==> src/hw/vga_pkg.sv <==
package vga_pkg;

    // Coordinate and colour widths of the frame buffer port
    localparam int X_W      = 8;
    localparam int Y_W      = 7;
    localparam int COLOUR_W = 3;

    // Visible screen size in pixels
    localparam int SCREEN_W_DEFAULT = 160;
    localparam int SCREEN_H_DEFAULT = 120;

    // One pixel write towards the frame buffer
    // plot is the write strobe, the other fields are only meaningful while it is high
    typedef struct packed {
        logic [X_W-1:0]      x;
        logic [Y_W-1:0]      y;
        logic [COLOUR_W-1:0] colour;
        logic                plot;
    } pixel_t;

endpackage

==> src/hw/circle_pkg.sv <==
package circle_pkg;

    // Signed offset width, one bit above the 8-bit radius
    localparam int OFS_W  = 9;

    // Signed decision variable width
    localparam int CRIT_W = 10;

    // Circle request as issued with draw_start
    typedef struct packed {
        logic [vga_pkg::X_W-1:0]      centre_x;
        logic [vga_pkg::Y_W-1:0]      centre_y;
        logic [7:0]                   radius;
        logic [vga_pkg::COLOUR_W-1:0] colour;
    } circle_req_t;

    // First octant offset pair, ofs_x >= ofs_y while a point is valid
    typedef struct packed {
        logic signed [OFS_W-1:0] ofs_x;
        logic signed [OFS_W-1:0] ofs_y;
    } offset_t;

endpackage

==> src/hw/circle_stepper.sv <==
module circle_stepper (
    input  logic                    clk,
    input  logic                    resetn,
    input  logic                    start,
    input  circle_pkg::circle_req_t req_in,
    input  logic                    point_taken,
    output circle_pkg::circle_req_t req,
    output circle_pkg::offset_t     ofs,
    output logic                    point_valid,
    output logic                    busy,
    output logic                    done
);

    typedef enum logic [1:0] {
        S_IDLE,
        S_EMIT,
        S_UPDATE
    } state_t;

    state_t state;

    logic signed [circle_pkg::CRIT_W-1:0] crit;
    logic signed [circle_pkg::CRIT_W-1:0] next_crit;
    logic signed [circle_pkg::CRIT_W-1:0] step;
    logic signed [circle_pkg::OFS_W-1:0]  next_x;
    logic signed [circle_pkg::OFS_W-1:0]  next_y;
    logic                                 finish;

    // Midpoint step, y always moves, x moves when the decision is positive
    always_comb begin
        next_y = ofs.ofs_y + circle_pkg::OFS_W'(1);
        if (crit <= 0) begin
            next_x = ofs.ofs_x;
            step   = circle_pkg::CRIT_W'(next_y);
        end else begin
            next_x = ofs.ofs_x - circle_pkg::OFS_W'(1);
            step   = circle_pkg::CRIT_W'(next_y) - circle_pkg::CRIT_W'(next_x);
        end
        next_crit = crit + (step <<< 1) + circle_pkg::CRIT_W'(1);
        // Octant boundary crossed
        finish    = next_y > next_x;
    end

    always_ff @(posedge clk) begin
        if (!resetn) begin
            state <= S_IDLE;
            ofs   <= '0;
            crit  <= '0;
            done  <= 1'b0;
        end else begin
            done <= 1'b0;
            case (state)
                S_IDLE: begin
                    if (start) begin
                        ofs.ofs_x <= circle_pkg::OFS_W'(req_in.radius);
                        ofs.ofs_y <= '0;
                        crit      <= circle_pkg::CRIT_W'(1)
                                   - $signed(circle_pkg::CRIT_W'(req_in.radius));
                        state     <= S_EMIT;
                    end
                end
                S_EMIT: begin
                    // Offsets stay put until the sequencer has drained all octants
                    if (point_taken) begin
                        state <= S_UPDATE;
                    end
                end
                S_UPDATE: begin
                    ofs.ofs_x <= next_x;
                    ofs.ofs_y <= next_y;
                    crit      <= next_crit;
                    if (finish) begin
                        state <= S_IDLE;
                        done  <= 1'b1;
                    end else begin
                        state <= S_EMIT;
                    end
                end
                default: state <= S_IDLE;
            endcase
        end
    end

    // Request is held for the mappers for the whole draw
    always_ff @(posedge clk) begin
        if (state == S_IDLE && start) begin
            req <= req_in;
        end
    end

    assign point_valid = (state == S_EMIT);
    assign busy        = (state != S_IDLE);

endmodule

==> src/hw/octant_mapper.sv <==
module octant_mapper #(
    parameter int OCTANT   = 0,
    parameter int SCREEN_W = vga_pkg::SCREEN_W_DEFAULT,
    parameter int SCREEN_H = vga_pkg::SCREEN_H_DEFAULT
) (
    input  circle_pkg::circle_req_t  req,
    input  circle_pkg::offset_t      ofs,
    output logic [vga_pkg::X_W-1:0]  x,
    output logic [vga_pkg::Y_W-1:0]  y,
    output logic                     onscreen
);

    // One bit of headroom over the offsets covers centre plus radius
    localparam int P_W = circle_pkg::OFS_W + 1;

    logic signed [P_W-1:0] cx, cy, ox, oy;
    logic signed [P_W-1:0] px, py;
    logic                  x_ok, y_ok;

    assign cx = $signed(P_W'(req.centre_x));
    assign cy = $signed(P_W'(req.centre_y));
    assign ox = P_W'(ofs.ofs_x);
    assign oy = P_W'(ofs.ofs_y);

    // Mirror table, octant 0 is the first octant itself
    always_comb begin
        case (OCTANT)
            0:       begin px = cx + ox; py = cy + oy; end
            1:       begin px = cx + oy; py = cy + ox; end
            2:       begin px = cx - oy; py = cy + ox; end
            3:       begin px = cx - ox; py = cy + oy; end
            4:       begin px = cx - ox; py = cy - oy; end
            5:       begin px = cx - oy; py = cy - ox; end
            6:       begin px = cx + oy; py = cy - ox; end
            default: begin px = cx + ox; py = cy - oy; end
        endcase
    end

    assign x_ok     = (px >= 0) && (px < SCREEN_W);
    assign y_ok     = (py >= 0) && (py < SCREEN_H);
    assign onscreen = x_ok && y_ok;
    assign x        = x_ok ? px[vga_pkg::X_W-1:0] : '0;
    assign y        = y_ok ? py[vga_pkg::Y_W-1:0] : '0;

endmodule

==> src/hw/pixel_sequencer.sv <==
module pixel_sequencer (
    input  logic                               clk,
    input  logic                               resetn,
    input  logic                               point_valid,
    input  circle_pkg::circle_req_t            req,
    input  logic [7:0][vga_pkg::X_W-1:0]       oct_x,
    input  logic [7:0][vga_pkg::Y_W-1:0]       oct_y,
    input  logic [7:0]                         oct_onscreen,
    output vga_pkg::pixel_t                    pix,
    output logic                               point_taken
);

    logic [2:0] cnt;

    // Octant counter, wraps back to 0 after octant 7
    always_ff @(posedge clk) begin
        if (!resetn) begin
            cnt <= '0;
        end else if (point_valid) begin
            cnt <= cnt + 3'd1;
        end
    end

    // Last octant of the current point is being counted
    assign point_taken = point_valid && (cnt == 3'd7);

    // Output register, pixel follows its octant by one clock
    always_ff @(posedge clk) begin
        if (!resetn) begin
            pix <= '0;
        end else begin
            pix.x      <= oct_x[cnt];
            pix.y      <= oct_y[cnt];
            pix.colour <= req.colour;
            pix.plot   <= point_valid && oct_onscreen[cnt];
        end
    end

endmodule

==> src/hw/fillscreen.sv <==
module fillscreen #(
    parameter int SCREEN_W = vga_pkg::SCREEN_W_DEFAULT,
    parameter int SCREEN_H = vga_pkg::SCREEN_H_DEFAULT
) (
    input  logic            clk,
    input  logic            resetn,
    input  logic            start,
    output vga_pkg::pixel_t pix,
    output logic            busy,
    output logic            done
);

    logic [vga_pkg::X_W-1:0] x;
    logic [vga_pkg::Y_W-1:0] y;

    // Column by column, y is the inner counter
    always_ff @(posedge clk) begin
        if (!resetn) begin
            x    <= '0;
            y    <= '0;
            busy <= 1'b0;
            done <= 1'b0;
        end else begin
            done <= 1'b0;
            if (!busy) begin
                if (start) begin
                    x    <= '0;
                    y    <= '0;
                    busy <= 1'b1;
                end
            end else if (y == vga_pkg::Y_W'(SCREEN_H - 1)) begin
                y <= '0;
                if (x == vga_pkg::X_W'(SCREEN_W - 1)) begin
                    busy <= 1'b0;
                    done <= 1'b1;
                end else begin
                    x <= x + 1'b1;
                end
            end else begin
                y <= y + 1'b1;
            end
        end
    end

    // Counters drive the write directly, one pixel per busy cycle
    assign pix.x      = x;
    assign pix.y      = y;
    assign pix.colour = '0;
    assign pix.plot   = busy;

endmodule

==> src/hw/circle_draw_top.sv <==
module circle_draw_top #(
    parameter int SCREEN_W = vga_pkg::SCREEN_W_DEFAULT,
    parameter int SCREEN_H = vga_pkg::SCREEN_H_DEFAULT
) (
    input  logic                    clk,
    input  logic                    resetn,
    input  logic                    clear_start,
    input  logic                    draw_start,
    input  circle_pkg::circle_req_t req,
    output vga_pkg::pixel_t         pix,
    output logic                    busy,
    output logic                    done
);

    logic                           clear_go, draw_go;
    logic                           fill_busy, fill_done;
    logic                           draw_busy, draw_done;
    logic                           point_valid, point_taken;
    vga_pkg::pixel_t                pix_fill, pix_circle;
    circle_pkg::circle_req_t        cur_req;
    circle_pkg::offset_t            ofs;
    logic [7:0][vga_pkg::X_W-1:0]   oct_x;
    logic [7:0][vga_pkg::Y_W-1:0]   oct_y;
    logic [7:0]                     oct_onscreen;

    // Starts only while idle, clear has priority
    assign clear_go = clear_start && !busy;
    assign draw_go  = draw_start && !clear_start && !busy;

    fillscreen #(.SCREEN_W(SCREEN_W), .SCREEN_H(SCREEN_H)) u_fillscreen (
        .clk(clk), .resetn(resetn), .start(clear_go),
        .pix(pix_fill), .busy(fill_busy), .done(fill_done)
    );

    circle_stepper u_circle_stepper (
        .clk(clk), .resetn(resetn), .start(draw_go), .req_in(req),
        .point_taken(point_taken), .req(cur_req), .ofs(ofs),
        .point_valid(point_valid), .busy(draw_busy), .done(draw_done)
    );

    for (genvar i = 0; i < 8; i++) begin : g_oct
        octant_mapper #(.OCTANT(i), .SCREEN_W(SCREEN_W), .SCREEN_H(SCREEN_H)) u_octant_mapper (
            .req(cur_req), .ofs(ofs),
            .x(oct_x[i]), .y(oct_y[i]), .onscreen(oct_onscreen[i])
        );
    end

    pixel_sequencer u_pixel_sequencer (
        .clk(clk), .resetn(resetn), .point_valid(point_valid), .req(cur_req),
        .oct_x(oct_x), .oct_y(oct_y), .oct_onscreen(oct_onscreen),
        .pix(pix_circle), .point_taken(point_taken)
    );

    // Sequencer output has plot low whenever no draw is running
    assign pix  = fill_busy ? pix_fill : pix_circle;
    assign busy = fill_busy | draw_busy;
    assign done = fill_done | draw_done;

endmodule

==> config.mk <==
export PLATFORM = sky130hd
export DESIGN_NAME = circle_draw_top
export DESIGN_NICKNAME = d
export VERILOG_FILES = /design/src/hw/vga_pkg.sv /design/src/hw/circle_pkg.sv /design/src/hw/circle_stepper.sv /design/src/hw/octant_mapper.sv /design/src/hw/pixel_sequencer.sv /design/src/hw/fillscreen.sv /design/src/hw/circle_draw_top.sv
export SDC_FILE = /design/constraint.sdc
export NUM_CORES = 1
export LEC_CHECK = 0
export BUFFER_PORTS_ARGS = -buffer_cell sky130_fd_sc_hd__buf_4
export CAP_MARGIN = 20
export CORE_MARGIN = 2
export CORE_UTILIZATION = 50
export DETAILED_ROUTE_END_ITERATION = 12
export GPL_TIMING_DRIVEN = 0
export HOLD_SLACK_MARGIN = 0.05
export PLACE_DENSITY = 0.71
export SETUP_SLACK_MARGIN = 0.1
export SYNTH_ARGS = -nofsm -noshare
export SYNTH_HDL_FRONTEND = slang
export SYNTH_SLANG_ARGS = --single-unit
==> constraint.sdc <==
create_clock -name clk -period 4.01 [get_ports clk]
set_clock_uncertainty 0.15 [all_clocks]
set_input_delay 0.2005 -clock clk [delete_from_list [all_inputs] [get_ports clk]]
set_output_delay 0.2005 -clock clk [all_outputs]
set_load 0.005 [all_outputs]
==> results.cfg <==
[routing]
vias = 8573
post_drt_wl_per_cell_um = 18.8
dr.max_layer_used = met4
dr.pass1.iters = 6
met3WireLength_um = 1970
drc = 0
viasPerCell = 6.08
drtIter0Drc = 905
routed_wl_um = 26500
wl_met2_um = 12200
postRouteAntennaNets = 0
m1WireLength_um = 11600

[clock_tree]
cts.sinks = 88
cts_root_buf = clkbuf_16
cts_tree = done
clock_latency_ns = 0.36
cts.htree.levels = 3
clockBufferDepth = 2
cts_made_buffers = 9
clk_pin_slew_ns = 0.08

[global_routing]
antenna_found_initial = 0
grt_pass1_vias = 7763
grt_pass1_wl_um = 41000
gr-total-overflow = 0
grt_max_degree = 28
grt.total_usage_pct = 28.7

[floorplanning]
core_area_um2 = 17200
die_y_um = 136
fp-row-count = 48
start_util_pct = 50.7
die_x_um = 136
dieArea_um2 = 18500
io_pins = 51

[synthesis]
synthesis.nets = 1220
synth_cell_type_count = 82
yosys_warnings = 0
ys_ff_latch = 88
async_flop_share_pct = 0
netlist.area_leader.share_pct = 16.1
synth_area_per_cell_um2 = 8.00
synth_edf_count = 18
synthTopCellsByArea = dfxtp_1 (16%), ha_1 (13%), xnor2_1 (6.8%), edfxtp_1 (6.2%), nor2_1 (4.7%)
synthFlopType = dfxtp_1
yosysSeqAreaShare_pct = 22.3
syn_area_um2 = 8710
yosys.area.top_type = dfxtp_1
synthCells = 1089

[run]
drv_cap = 0

[placement]
port_buffers = 50
post-dp-hpwl_um = 20300
routabilityCongestion = 0.999

[final_layout]
fillers = 1628
layout_commonest_cell = nor2_1
final_cell_mix = nor2_1 (109), ha_1 (91), a21oi_1 (82)
multiInputGateArea_um2 = 6390
fin_nets = 1311
drive_gt1_share_pct = 11.9
regArea_um2 = 1960
syn_to_final_growth_pct = 15.5
n_antenna_cell = 0

[power]
power.total_uw = 2930
pwr-share-seq_pct = 34.0
p_per_area_nw_per_um2 = 291
p_sw_uw = 1040
p_int_uw = 1880
ir_drop_mv = 0.220
p_comb_share_pct = 35.6
pwr-share-clk_pct = 30.4
switching_share_pct = 35.6
p_leak_uw = 0.00406

[status]
outcome = finished clean

[setup_path]
cp_data_required_time_ns = 4.10
end_kind = flop
crit_type = reg -> reg
critPathLaunchType = flop
arrival_ns = 3.83
path_max_fanout = 10

[timing]
hold_viol_final = 0
worst_pin_slew_ns = 0.905
max_freq_mhz = 267
fin_hold_ws_ns = 0.0885
rsz0062_at_grt = no
finalMaxSlewViolations = 0
setup_viol = 0
maxSlewHeadroom_pct = 39.7
period_needed_ns = 3.74
finalCritPeriodShare_pct = 93.3

[hold_path]
hold_class = in -> reg
-- power by group through the flow --
stage          clock [uW]  combinational, uW  sequential (uW)
3_5_place_dp            0                982             1020
5_1_grt               925               1140             1000
6_report              890               1040              997
4_1_cts               896               1010              995
3_3_place_gp            0                968             1010
2_1_floorplan           0                725              996
-- cell type report --
class	count	area share [%]
inverters	67	2.54
plain buffers	48	2.06
clock inverters	7	0.783
well taps	225	2.80
repair buffers	80	6.61
multi-input cells	886	63.5
clock buffers	9	2.24
flip-flops and latches	88	19.5
-- path summary, 6_finish.rpt --
| path | start | endpoint | cells after the start | slack, ns |
|---|---|---|---|---|
| hold reg to reg | u_circle_stepper.req[0] | u_pixel_sequencer.pix[1] | 1 | 0.30 |
| hold / removal | req[10] | u_circle_stepper.ofs[16] | 4 | 0.09 |
| setup / recovery | u_circle_stepper.ofs[13] | u_pixel_sequencer.pix[12] | 11 | 0.27 |
| setup reg to reg | u_circle_stepper.ofs[13] | u_pixel_sequencer.pix[12] | 11 | 0.27 |
-- worst max-delay path: stages, from the launching register on --
cell and delay (ns):
dfxtp_1 0.58, inv_1 0.24, ha_1 0.37, buf_2 0.20, or2_1 0.22, a2111o_1 0.35
o311ai_2 0.15, nand3_1 0.16, o311ai_2 0.17, nand3_1 0.37, or2_1 0.31, a311oi_1 0.35
-- per-layer routing --
metal	GRT usage (%)	vias up
met5	0	-
met4	10.5	0
met3	3.99	53
met2	47.6	368
met1	38.1	4009
li1	-	4143
-- cells by family (layout without fill, tap and decap cells) --
family,Yosys count,in the layout,synth area share (%)
simple gates,369,369,21.3
compound gates,311,311,24.8
buf+inv,115,211,5.24
fa+ha+maj,102,102,15.5
flops,88,88,22.3
xor+xnor,87,87,8.75
mux,17,17,2.18
-- registers in the layout, summed over array words and instances (netlist names) --
| register | flops |
|---|---|
| u_circle_stepper.done | 1 |
| u_circle_stepper.req | 18 |
| u_circle_stepper.state | 2 |
| u_fillscreen.x | 8 |
| u_pixel_sequencer.pix | 19 |
| u_circle_stepper.ofs | 18 |
| u_fillscreen.y | 7 |
| u_fillscreen.done | 1 |
| u_circle_stepper.crit | 10 |
| u_fillscreen.busy | 1 |
| u_pixel_sequencer.cnt | 3 |
-- stage by stage --
stage | setup slack (ns) | setup TNS, ns | instance area (um^2) | instances | util, %
after detailed placement | -0.176 | -0.379 | 9370 | 1364 | 54.5
after global routing | 0.0930 | 0 | 10100 | 1410 | 58.6
after global placement | -0.197 | -0.286 | 9370 | 1364 | 54.5
final | 0.269 | 0 | 10100 | 1410 | 58.6
after CTS | 0.104 | 0 | 9960 | 1407 | 58.0
after floorplan | 0.421 | 0 | 8710 | 1089 | -
-- synth_stat cells, types with 7 or more instances --
cell,instances
a31oi_1,11
o211ai_1,8
ha_1,91
a211oi_1,20
nand2_1,60
a221oi_1,9
dfxtp_1,70
o21a_1,10
nor2_1,110
nand3_1,28
a21o_1,13
o221ai_1,18
o21ai_0,36
o21bai_1,13
edfxtp_1,18
nand2b_1,29
nor2b_1,20
a311oi_1,7
a2111oi_0,7
o21ai_1,10
clkbuf_1,32
xnor2_1,68
and3_1,18
inv_1,63
nor3_1,37
or3_1,16
xor2_1,19
fa_1,10
a21oi_1,82
or2_2,8
buf_2,7
mux2_2,16
-- timing repair --
item / in CTS / in global routing
pin swaps: 0 / 2
setup buffers: 1 / 3
hold buffers: 26 / 0
endpoints found under the hold margin: 28 / 0
setup endpoints to repair: 10 / 18
gates cloned: 0 / 0
resized for setup: 6 / 25
(Power assumes the default switching activity.)
